### src/verilog/pifo_consts.svh
`ifndef PIFO_CONSTS_SVH
`define PIFO_CONSTS_SVH

// Entry payload widths
`define PIFO_RANK_W 10
`define PIFO_META_W 10

// Node memory holds 2**PIFO_L2_NODES nodes
`define PIFO_L2_NODES 5

// Slots in the sorted register front
`define PIFO_REG_SLOTS 4

// End-of-list marker, so the last node index is never handed out
`define PIFO_NULL_PTR {`PIFO_L2_NODES{1'b1}}

// Front slots plus the usable list nodes
`define PIFO_CAPACITY (`PIFO_REG_SLOTS + (1 << `PIFO_L2_NODES) - 1)

`endif

### src/verilog/pifo_pkg.sv
`default_nettype none

`include "pifo_consts.svh"

package pifo_pkg;

	typedef logic [`PIFO_RANK_W-1:0] rank_t;
	typedef logic [`PIFO_META_W-1:0] meta_t;
	typedef logic [`PIFO_L2_NODES-1:0] ptr_t;

	// Counts must reach their maximum, hence the +1
	typedef logic [$clog2(`PIFO_CAPACITY + 1)-1:0] count_t;
	typedef logic [$clog2(`PIFO_REG_SLOTS + 1)-1:0] slot_cnt_t;

	typedef enum logic [2:0] {
		LS_IDLE,
		LS_RD_HEAD,
		LS_WALK,
		LS_LINK,
		LS_POP_RD,
		LS_POP_DONE
	} list_state_t;

endpackage

`default_nettype wire

### src/verilog/node_free_list.sv
`timescale 1ns/1ps
`default_nettype none

`include "pifo_consts.svh"

module node_free_list
	import pifo_pkg::*;
(
	input wire clk,
	input wire rst,
	input wire alloc,
	output ptr_t free_ptr,
	input wire release_req,
	input wire ptr_t release_ptr,
	output logic free_empty,
	output logic init_busy
);

	ptr_t fifo_mem [0:(1 << `PIFO_L2_NODES)-1];
	ptr_t rd_ptr;
	ptr_t wr_ptr;
	ptr_t init_idx;
	logic push_en;
	ptr_t push_val;

	// During init the FIFO fills itself with indices 0 up to NULL-1
	assign push_en = init_busy | release_req;
	assign push_val = init_busy ? init_idx : release_ptr;

	always_ff @(posedge clk)
	begin
		if (push_en)
			fifo_mem[wr_ptr] <= push_val;
	end

	always_ff @(posedge clk)
	begin
		if (rst)
		begin
			rd_ptr <= '0;
			wr_ptr <= '0;
			init_idx <= '0;
			init_busy <= 1'b1;
		end
		else
		begin
			if (push_en)
				wr_ptr <= wr_ptr + 1'b1;
			if (alloc && !free_empty)
				rd_ptr <= rd_ptr + 1'b1;
			if (init_busy)
			begin
				init_idx <= init_idx + 1'b1;
				if (init_idx == `PIFO_NULL_PTR - 1'b1)
					init_busy <= 1'b0;
			end
		end
	end

	// Never more than 31 indices inside, so equal pointers mean empty
	assign free_empty = (rd_ptr == wr_ptr);
	assign free_ptr = fifo_mem[rd_ptr];

endmodule

`default_nettype wire

### src/verilog/node_ram.sv
`timescale 1ns/1ps
`default_nettype none

`include "pifo_consts.svh"

module node_ram
#(
	parameter int W = 20
)
(
	input wire clk,
	input wire wr,
	input wire [`PIFO_L2_NODES-1:0] waddr,
	input wire [W-1:0] din,
	input wire [`PIFO_L2_NODES-1:0] raddr,
	output logic [W-1:0] dout
);

	logic [W-1:0] mem [0:(1 << `PIFO_L2_NODES)-1];

	// Read port is always enabled, old data on a same-address write
	always_ff @(posedge clk)
	begin
		if (wr)
			mem[waddr] <= din;
		dout <= mem[raddr];
	end

endmodule

`default_nettype wire

### src/verilog/pifo_reg.sv
`timescale 1ns/1ps
`default_nettype none

`include "pifo_consts.svh"

module pifo_reg
	import pifo_pkg::*;
(
	input wire clk,
	input wire rst,
	input wire insert,
	input wire rank_t rank_in,
	input wire meta_t meta_in,
	input wire pop,
	output rank_t min_rank,
	output meta_t min_meta,
	output logic min_valid,
	output rank_t max_rank,
	output logic room,
	output logic evict_valid,
	output rank_t evict_rank,
	output meta_t evict_meta
);

	rank_t rank_q [0:`PIFO_REG_SLOTS-1];
	meta_t meta_q [0:`PIFO_REG_SLOTS-1];
	slot_cnt_t cnt;

	logic [`PIFO_REG_SLOTS-1:0] keep;
	rank_t ins_rank [0:`PIFO_REG_SLOTS-1];
	meta_t ins_meta [0:`PIFO_REG_SLOTS-1];
	rank_t spill_rank;
	meta_t spill_meta;

	// Slots at or below the new rank stay, the rest shift up by one
	always_comb
	begin
		for (int i = 0; i < `PIFO_REG_SLOTS; i++)
			keep[i] = (i < cnt) && (rank_q[i] <= rank_in);
		ins_rank[0] = keep[0] ? rank_q[0] : rank_in;
		ins_meta[0] = keep[0] ? meta_q[0] : meta_in;
		for (int i = 1; i < `PIFO_REG_SLOTS; i++)
		begin
			ins_rank[i] = keep[i] ? rank_q[i] : (keep[i-1] ? rank_in : rank_q[i-1]);
			ins_meta[i] = keep[i] ? meta_q[i] : (keep[i-1] ? meta_in : meta_q[i-1]);
		end
		// Entry pushed past the last slot
		spill_rank = keep[`PIFO_REG_SLOTS-1] ? rank_in : rank_q[`PIFO_REG_SLOTS-1];
		spill_meta = keep[`PIFO_REG_SLOTS-1] ? meta_in : meta_q[`PIFO_REG_SLOTS-1];
	end

	always_ff @(posedge clk)
	begin
		if (insert)
		begin
			for (int i = 0; i < `PIFO_REG_SLOTS; i++)
			begin
				rank_q[i] <= ins_rank[i];
				meta_q[i] <= ins_meta[i];
			end
			evict_rank <= spill_rank;
			evict_meta <= spill_meta;
		end
		else if (pop)
		begin
			for (int i = 0; i < `PIFO_REG_SLOTS - 1; i++)
			begin
				rank_q[i] <= rank_q[i+1];
				meta_q[i] <= meta_q[i+1];
			end
		end
	end

	always_ff @(posedge clk)
	begin
		if (rst)
		begin
			cnt <= '0;
			evict_valid <= 1'b0;
		end
		else
		begin
			evict_valid <= insert && !room;
			if (insert && room)
				cnt <= cnt + 1'b1;
			else if (pop && min_valid)
				cnt <= cnt - 1'b1;
		end
	end

	// Largest held rank sits in the last occupied slot
	always_comb
	begin
		max_rank = rank_q[0];
		for (int i = 1; i < `PIFO_REG_SLOTS; i++)
			if (cnt > i)
				max_rank = rank_q[i];
	end

	assign min_rank = rank_q[0];
	assign min_meta = meta_q[0];
	assign min_valid = (cnt != '0);
	assign room = (cnt < `PIFO_REG_SLOTS);

endmodule

`default_nettype wire

### src/verilog/pifo_steer.sv
`timescale 1ns/1ps
`default_nettype none

module pifo_steer
	import pifo_pkg::*;
(
	input wire clk,
	input wire rst,
	input wire insert,
	input wire remove,
	input wire rank_t rank_in,
	input wire meta_t meta_in,
	output logic reg_insert,
	output rank_t reg_rank,
	output meta_t reg_meta,
	output logic reg_pop,
	input wire min_valid,
	input wire rank_t max_rank,
	input wire room,
	input wire evict_valid,
	input wire rank_t evict_rank,
	input wire meta_t evict_meta,
	output logic list_push,
	output rank_t list_rank,
	output meta_t list_meta,
	output logic list_pop,
	input wire list_busy,
	input wire list_empty,
	input wire list_full,
	input wire pop_valid,
	input wire rank_t pop_rank,
	input wire meta_t pop_meta,
	output logic busy,
	output logic full,
	output count_t num_entries
);

	logic to_front;
	logic accept_ins;
	logic accept_rmv;
	logic refill_due;

	// Front takes ranks below its max, or everything when both parts are empty
	assign to_front = (min_valid && rank_in < max_rank) || (!min_valid && list_empty);

	assign accept_ins = insert && !busy && !full;
	assign accept_rmv = remove && min_valid && !busy;
	assign refill_due = room && !list_empty;

	// Refilled entries come from the list head, new ones from the port
	assign reg_insert = (accept_ins && to_front) || pop_valid;
	assign reg_rank = pop_valid ? pop_rank : rank_in;
	assign reg_meta = pop_valid ? pop_meta : meta_in;
	assign reg_pop = accept_rmv;

	// An eviction always wins the list's push port
	assign list_push = evict_valid || (accept_ins && !to_front);
	assign list_rank = evict_valid ? evict_rank : rank_in;
	assign list_meta = evict_valid ? evict_meta : meta_in;
	assign list_pop = refill_due && !list_busy;

	assign busy = list_busy || evict_valid || refill_due;
	assign full = list_full;

	always_ff @(posedge clk)
	begin
		if (rst)
			num_entries <= '0;
		else if (accept_ins)
			num_entries <= num_entries + 1'b1;
		else if (accept_rmv)
			num_entries <= num_entries - 1'b1;
	end

endmodule

`default_nettype wire

### src/verilog/pifo_top.sv
`timescale 1ns/1ps
`default_nettype none

module pifo_top
	import pifo_pkg::*;
(
	input wire clk,
	input wire rst,
	input wire insert,
	input wire remove,
	input wire rank_t rank_in,
	input wire meta_t meta_in,
	output rank_t rank_out,
	output meta_t meta_out,
	output logic valid_out,
	output count_t num_entries,
	output logic busy,
	output logic full
);

	logic reg_insert;
	rank_t reg_rank;
	meta_t reg_meta;
	logic reg_pop;
	rank_t max_rank;
	logic room;
	logic evict_valid;
	rank_t evict_rank;
	meta_t evict_meta;

	logic list_push;
	rank_t list_rank;
	meta_t list_meta;
	logic list_pop;
	logic pop_valid;
	rank_t pop_rank;
	meta_t pop_meta;
	logic list_busy;
	logic list_empty;
	logic list_full;

	// Front minimum is the global minimum
	pifo_reg i_pifo_reg (
		.clk         (clk),
		.rst         (rst),
		.insert      (reg_insert),
		.rank_in     (reg_rank),
		.meta_in     (reg_meta),
		.pop         (reg_pop),
		.min_rank    (rank_out),
		.min_meta    (meta_out),
		.min_valid   (valid_out),
		.max_rank    (max_rank),
		.room        (room),
		.evict_valid (evict_valid),
		.evict_rank  (evict_rank),
		.evict_meta  (evict_meta)
	);

	sorted_list i_sorted_list (
		.clk        (clk),
		.rst        (rst),
		.push       (list_push),
		.push_rank  (list_rank),
		.push_meta  (list_meta),
		.pop        (list_pop),
		.pop_valid  (pop_valid),
		.pop_rank   (pop_rank),
		.pop_meta   (pop_meta),
		.list_busy  (list_busy),
		.list_empty (list_empty),
		.list_full  (list_full)
	);

	pifo_steer i_pifo_steer (
		.clk         (clk),
		.rst         (rst),
		.insert      (insert),
		.remove      (remove),
		.rank_in     (rank_in),
		.meta_in     (meta_in),
		.reg_insert  (reg_insert),
		.reg_rank    (reg_rank),
		.reg_meta    (reg_meta),
		.reg_pop     (reg_pop),
		.min_valid   (valid_out),
		.max_rank    (max_rank),
		.room        (room),
		.evict_valid (evict_valid),
		.evict_rank  (evict_rank),
		.evict_meta  (evict_meta),
		.list_push   (list_push),
		.list_rank   (list_rank),
		.list_meta   (list_meta),
		.list_pop    (list_pop),
		.list_busy   (list_busy),
		.list_empty  (list_empty),
		.list_full   (list_full),
		.pop_valid   (pop_valid),
		.pop_rank    (pop_rank),
		.pop_meta    (pop_meta),
		.busy        (busy),
		.full        (full),
		.num_entries (num_entries)
	);

endmodule

`default_nettype wire

### src/verilog/sorted_list.sv
`timescale 1ns/1ps
`default_nettype none

`include "pifo_consts.svh"

module sorted_list
	import pifo_pkg::*;
(
	input wire clk,
	input wire rst,
	input wire push,
	input wire rank_t push_rank,
	input wire meta_t push_meta,
	input wire pop,
	output logic pop_valid,
	output rank_t pop_rank,
	output meta_t pop_meta,
	output logic list_busy,
	output logic list_empty,
	output logic list_full
);

	list_state_t state;
	ptr_t head;
	ptr_t cur;
	ptr_t prev;
	ptr_t new_ptr;
	rank_t new_rank;
	meta_t new_meta;
	logic link_second;

	logic alloc;
	logic release_req;
	ptr_t free_ptr;
	logic free_empty;
	logic init_busy;

	ptr_t raddr;
	logic ent_wr;
	logic [`PIFO_RANK_W+`PIFO_META_W-1:0] ent_dout;
	logic nxt_wr;
	ptr_t nxt_waddr;
	ptr_t nxt_din;
	ptr_t nxt_dout;
	rank_t node_rank;

	node_free_list i_free_list (
		.clk         (clk),
		.rst         (rst),
		.alloc       (alloc),
		.free_ptr    (free_ptr),
		.release_req (release_req),
		.release_ptr (head),
		.free_empty  (free_empty),
		.init_busy   (init_busy)
	);

	// Rank in the upper half, metadata in the lower half
	node_ram #(.W(`PIFO_RANK_W + `PIFO_META_W)) i_entry_ram (
		.clk   (clk),
		.wr    (ent_wr),
		.waddr (new_ptr),
		.din   ({new_rank, new_meta}),
		.raddr (raddr),
		.dout  (ent_dout)
	);

	node_ram #(.W(`PIFO_L2_NODES)) i_next_ram (
		.clk   (clk),
		.wr    (nxt_wr),
		.waddr (nxt_waddr),
		.din   (nxt_din),
		.raddr (raddr),
		.dout  (nxt_dout)
	);

	assign node_rank = ent_dout[`PIFO_RANK_W+`PIFO_META_W-1:`PIFO_META_W];

	// While walking, follow the next pointer of the node just read
	assign raddr = (state == LS_WALK) ? nxt_dout : head;

	// First link cycle writes the new node, the second relinks its left neighbour
	assign ent_wr = (state == LS_LINK) && !link_second;
	assign nxt_wr = (state == LS_LINK) && (!link_second || prev != `PIFO_NULL_PTR);
	assign nxt_waddr = link_second ? prev : new_ptr;
	assign nxt_din = link_second ? new_ptr : cur;

	assign alloc = (state == LS_IDLE) && push && !init_busy;
	assign release_req = (state == LS_POP_RD);

	always_ff @(posedge clk)
	begin
		if (rst)
		begin
			state <= LS_IDLE;
			head <= `PIFO_NULL_PTR;
			link_second <= 1'b0;
		end
		else
		begin
			case (state)
				LS_IDLE:
				begin
					if (alloc)
					begin
						new_ptr <= free_ptr;
						new_rank <= push_rank;
						new_meta <= push_meta;
						prev <= `PIFO_NULL_PTR;
						state <= LS_RD_HEAD;
					end
					else if (pop && !list_empty && !init_busy)
						state <= LS_POP_RD;
				end
				LS_RD_HEAD:
				begin
					cur <= head;
					state <= list_empty ? LS_LINK : LS_WALK;
				end
				LS_WALK:
				begin
					// Equal ranks are passed so arrival order is kept
					if (node_rank <= new_rank)
					begin
						prev <= cur;
						cur <= nxt_dout;
						if (nxt_dout == `PIFO_NULL_PTR)
							state <= LS_LINK;
					end
					else
						state <= LS_LINK;
				end
				LS_LINK:
				begin
					link_second <= !link_second;
					if (link_second)
					begin
						if (prev == `PIFO_NULL_PTR)
							head <= new_ptr;
						state <= LS_IDLE;
					end
				end
				LS_POP_RD:
				begin
					pop_rank <= node_rank;
					pop_meta <= ent_dout[`PIFO_META_W-1:0];
					head <= nxt_dout;
					state <= LS_POP_DONE;
				end
				default:
					state <= LS_IDLE;
			endcase
		end
	end

	assign pop_valid = (state == LS_POP_DONE);
	assign list_busy = init_busy || (state != LS_IDLE);
	assign list_empty = (head == `PIFO_NULL_PTR);
	assign list_full = free_empty && !init_busy;

endmodule

`default_nettype wire
### config.mk
export PLATFORM = sky130hd
export DESIGN_NAME = pifo_top
export DESIGN_NICKNAME = d
export VERILOG_FILES = /design/src/verilog/pifo_pkg.sv /design/src/verilog/node_free_list.sv /design/src/verilog/node_ram.sv /design/src/verilog/pifo_reg.sv /design/src/verilog/pifo_steer.sv /design/src/verilog/pifo_top.sv /design/src/verilog/sorted_list.sv
export VERILOG_INCLUDE_DIRS = /design/src /design/src/verilog
export SDC_FILE = /design/constraint.sdc
export NUM_CORES = 2
export LEC_CHECK = 0
export BUFFER_PORTS_ARGS = -buffer_cell sky130_fd_sc_hd__buf_2
export CAP_MARGIN = 20
export CORE_MARGIN = 1.5
export CORE_UTILIZATION = 60
export CTS_CLUSTER_DIAMETER = 80
export DETAILED_ROUTE_END_ITERATION = 10
export PLACE_DENSITY = 0.76
export SYNTH_ARGS = -nofsm -noshare
export SYNTH_HDL_FRONTEND = slang
export SYNTH_SLANG_ARGS = --single-unit
export TNS_END_PERCENT = 100
### constraint.sdc
create_clock -name clk -period 6.9 [get_ports clk]
set_clock_uncertainty 0.15 [all_clocks]
set_input_delay 0.345 -clock clk [delete_from_list [all_inputs] [get_ports clk]]
set_output_delay 0.345 -clock clk [all_outputs]
set_load 0.05 [all_outputs]
==> impl_metrics.json <==
{
  "tns_ps": 0,
  "worst_setup_path_start_kind": "flop",
  "globalRouteMet3Util": 0.03663,
  "setup_viol": 0,
  "grt_pass1_vias": 30360,
  "leakage_uw": 0.01891,
  "layout_setup_ws_ps": 1769,
  "max_stage_delay_ps": 840,
  "drt.antenna.violating_nets": 0,
  "vias_per_cell": 6.102,
  "hold_viol": 0,
  "clockRootBuffer": "clkbuf_16",
  "firstDrtPassIters": 6,
  "cts.reportedPaths.clkPinSlew_ps": 60,
  "worstPathCellList": "clkinv_1 -> and2_1 -> mux2_2 -> a21oi_1 -> ha_1 -> a22oi_1 -> o211ai_1 -> a21o_1 -> o2bb2ai_1 -> o21ai_2 -> buf_4 -> and2_1",
  "drive_gt1_frac": 0.1368,
  "p_per_area_nw_per_um2": 259.2,
  "min_period_over_period": 0.7437,
  "fin_area_um2": 55340,
  "grt_use_total": 0.2731,
  "ys_ff_latch": 1175,
  "grt_max_degree": 201,
  "met2_usage": 0.4413,
  "tightestPinTransition_ps": 1166,
  "yosysSeqAreaShare": 0.7008,
  "routed_wl_um": 115800,
  "wl_per_cell_um": 23.05,
  "crit_path_end_kind": "flop",
  "io_buffers": 52,
  "synth_top_area_cell": "edfxtp_1",
  "rsz0062_at_grt": "no",
  "max_freq_mhz": 194.9,
  "synth_area_um2": 49490,
  "core_area_um2": 81850,
  "ys_warn_count": 0,
  "drt_iter0_drc": 3233,
  "outcome": "finished, final reports clean",
  "slowest_stage": "dfxtp_1",
  "critPathArrivalTime_ps": 5290,
  "final_cell_mix": "edfxtp_1, nand2_1, nand3_1, clkbuf_16, nor2_1",
  "setup.worst_path.class": "flop to flop",
  "hp-class": "primary input to flop",
  "syn-mean-instance-area_um2": 12.97,
  "synthTopCellsByArea": "edfxtp_1, nand3_1, nand2_1",
  "cts.sinks": 1175,
  "syn-num-nets": 3914,
  "crit_top_cell": "and2_1",
  "peakVddDrop_v": 0.0002362,
  "utilization": 0.6761,
  "pre_cts_ws_ps": 1823,
  "async_flop_share": 0,
  "synth_edf_count": 1115,
  "antennaDiodeCount": 0,
  "pin_count": 53,
  "grt.overflow.total": 0,
  "gp_congestion": 0.9194,
  "die_h_um": 290.2,
  "start_util": 0.6047,
  "min_period_ps": 5131,
  "netlist.area_leader.share": 0.6765,
  "hpwl_um": 67130,
  "relSlewSlack": 0.2226,
  "place_area_um2": 50890,
  "cap_violations": 0,
  "cts_buffers": 116,
  "grt.met1_usage": 0.3745,
  "drv_slew": 0,
  "drc": 0,
  "synth_cell_type_count": 76,
  "layout_commonest_cell": "edfxtp_1",
  "clk_latency_ps": 710,
  "fp.dieW_um": 290.2,
  "antenna_found_initial": 0,
  "critPathRequiredTime_ps": 7060,
  "cts_buffer_depth": 3,
  "synth-main-ff-cell": "edfxtp_1",
  "cts_max_level": 3,
  "syn_inst": 3815,
  "filler_cell_count": 5443,
  "syn2layout_area_growth_pct": 11.81,
  "nets": 3955,
  "grt_pass1_wl_um": 176700,
  "cts_resized": 0,
  "cts_tree": "built",
  "vias": 30660,
  "rows": 105,
  "grt.busiest_layer": "met2",
  "path_max_fanout": 31,
  "dieArea_um2": 84220
}
synth_stat cells, types with 4 or more instances:
library cell	instances
nand2b_1	16
nand2_1	902
buf_1	26
ha_1	74
and4_1	26
nor2_1	148
clkbuf_1	113
buf_6	4
xnor2_1	10
o21ai_0	68
a21o_1	16
inv_1	43
nor3_1	8
nor2b_1	10
o211ai_1	4
a21oi_1	45
mux2_4	18
or3_1	4
dfxtp_1	60
o21a_1	5
mux2_2	97
nand3b_1	4
mux4_2	50
buf_2	80
edfxtp_1	1115
nand4_1	16
mux2i_1	63
nand3_1	711
xor2_1	10
a211oi_1	4
per-layer routing:
metal	vias to the layer above	wire length, um
met5	-	0
met4	0	4883
met3	282	9178
met2	1427	56040
met1	14940	45740
li1	14010	-
flip-flops by register name (all words and copies together), names as in the netlist, 20 cells and up:
| register | count |
|---|---|
| i_pifo_reg.meta_q | 40 |
| i_sorted_list.i_free_list.fifo_mem | 160 |
| i_sorted_list.i_entry_ram.dout | 20 |
| i_pifo_reg.rank_q | 40 |
| i_sorted_list.i_next_ram.mem | 160 |
| i_sorted_list.i_entry_ram.mem | 640 |
power breakdown:
part / leakage [uW] / total, uW / switching (uW) / internal, uW
registers: 0.0105 / 7730 / 8.24 / 7720
logic: 0.00646 / 162 / 97.6 / 64.7
clock network: 0.00191 / 6460 / 2730 / 3720
total: 0.0189 / 14300 / 2840 / 11500
worst max-delay path, delay by kind of cell, from the launching register on:
family | cells | cell delay (ps)
multiplexers | 1 | 330
adder cells (fa/ha/maj) | 1 | 270
AO/OA/AOI/OAI | 6 | 1010
flip-flops | 1 | 840
AND/OR/NAND/NOR | 2 | 1260
buffers and inverters | 2 | 890
area by class of cell:
type | instances | area [um^2] | area share
Timing Repair Buffer | 151 | 1346 | 0.02433
Inverter | 47 | 193.9 | 0.003504
Clock inverter | 64 | 864.6 | 0.01562
Clock buffer | 153 | 3102 | 0.05605
Multi-Input combinational cell | 2365 | 13810 | 0.2495
Tap cell | 1070 | 1339 | 0.02419
Sequential cell | 1175 | 34690 | 0.6268
logic make-up (layout without fill, tap and decap cells):
family / Yosys count / after routing / share of synthesized area
flip-flops: 1175 / 1175 / 0.7008
buffers and inverters: 275 / 415 / 0.02397
adder cells (fa/ha/maj): 75 / 75 / 0.01911
XOR/XNOR: 20 / 20 / 0.003539
AO/OA/AOI/OAI: 174 / 174 / 0.02207
AND/OR/NAND/NOR: 1868 / 1868 / 0.1675
multiplexers: 228 / 228 / 0.06302
stage by stage:
step                      hold slack (ps)  cells  power, uW
after floorplan                     235.5   3815       7971
after global placement              238.1   4775       8023
after detailed placement            238.7   4776       8029
after CTS                           3.720   5014      14420
after global routing                51.03   5025      14700
final                               34.57   5025      14350
final timing paths:
| path | startpoint | end | slack (ps) | cells past startpoint |
|---|---|---|---|---|
| worst max-delay path | i_pifo_reg.cnt[2]$_SDFFE_PP0P_ | i_pifo_reg.meta_q[3][5]$_DFFE_PP_ | 1770 | 12 |
| worst min-delay path | rst | i_pifo_steer.num_entries[0]$_SDFFE_PP0P_ | 30 | 2 |
| worst min register to register | i_sorted_list.i_entry_ram.dout[4]$_DFF_P_ | i_sorted_list.pop_meta[4]$_DFFE_PP_ | 250 | 0 |
| worst max register to register | i_pifo_reg.cnt[2]$_SDFFE_PP0P_ | i_pifo_reg.meta_q[3][5]$_DFFE_PP_ | 1770 | 12 |
what timing repair did:
item | 4_1_cts | 5_1_grt
endpoints found under the hold margin | 24 | 0
buffers inserted | 0 | 0
hold buffers | 21 | 0
No activity file was read; power rests on OpenSTA's default activity.
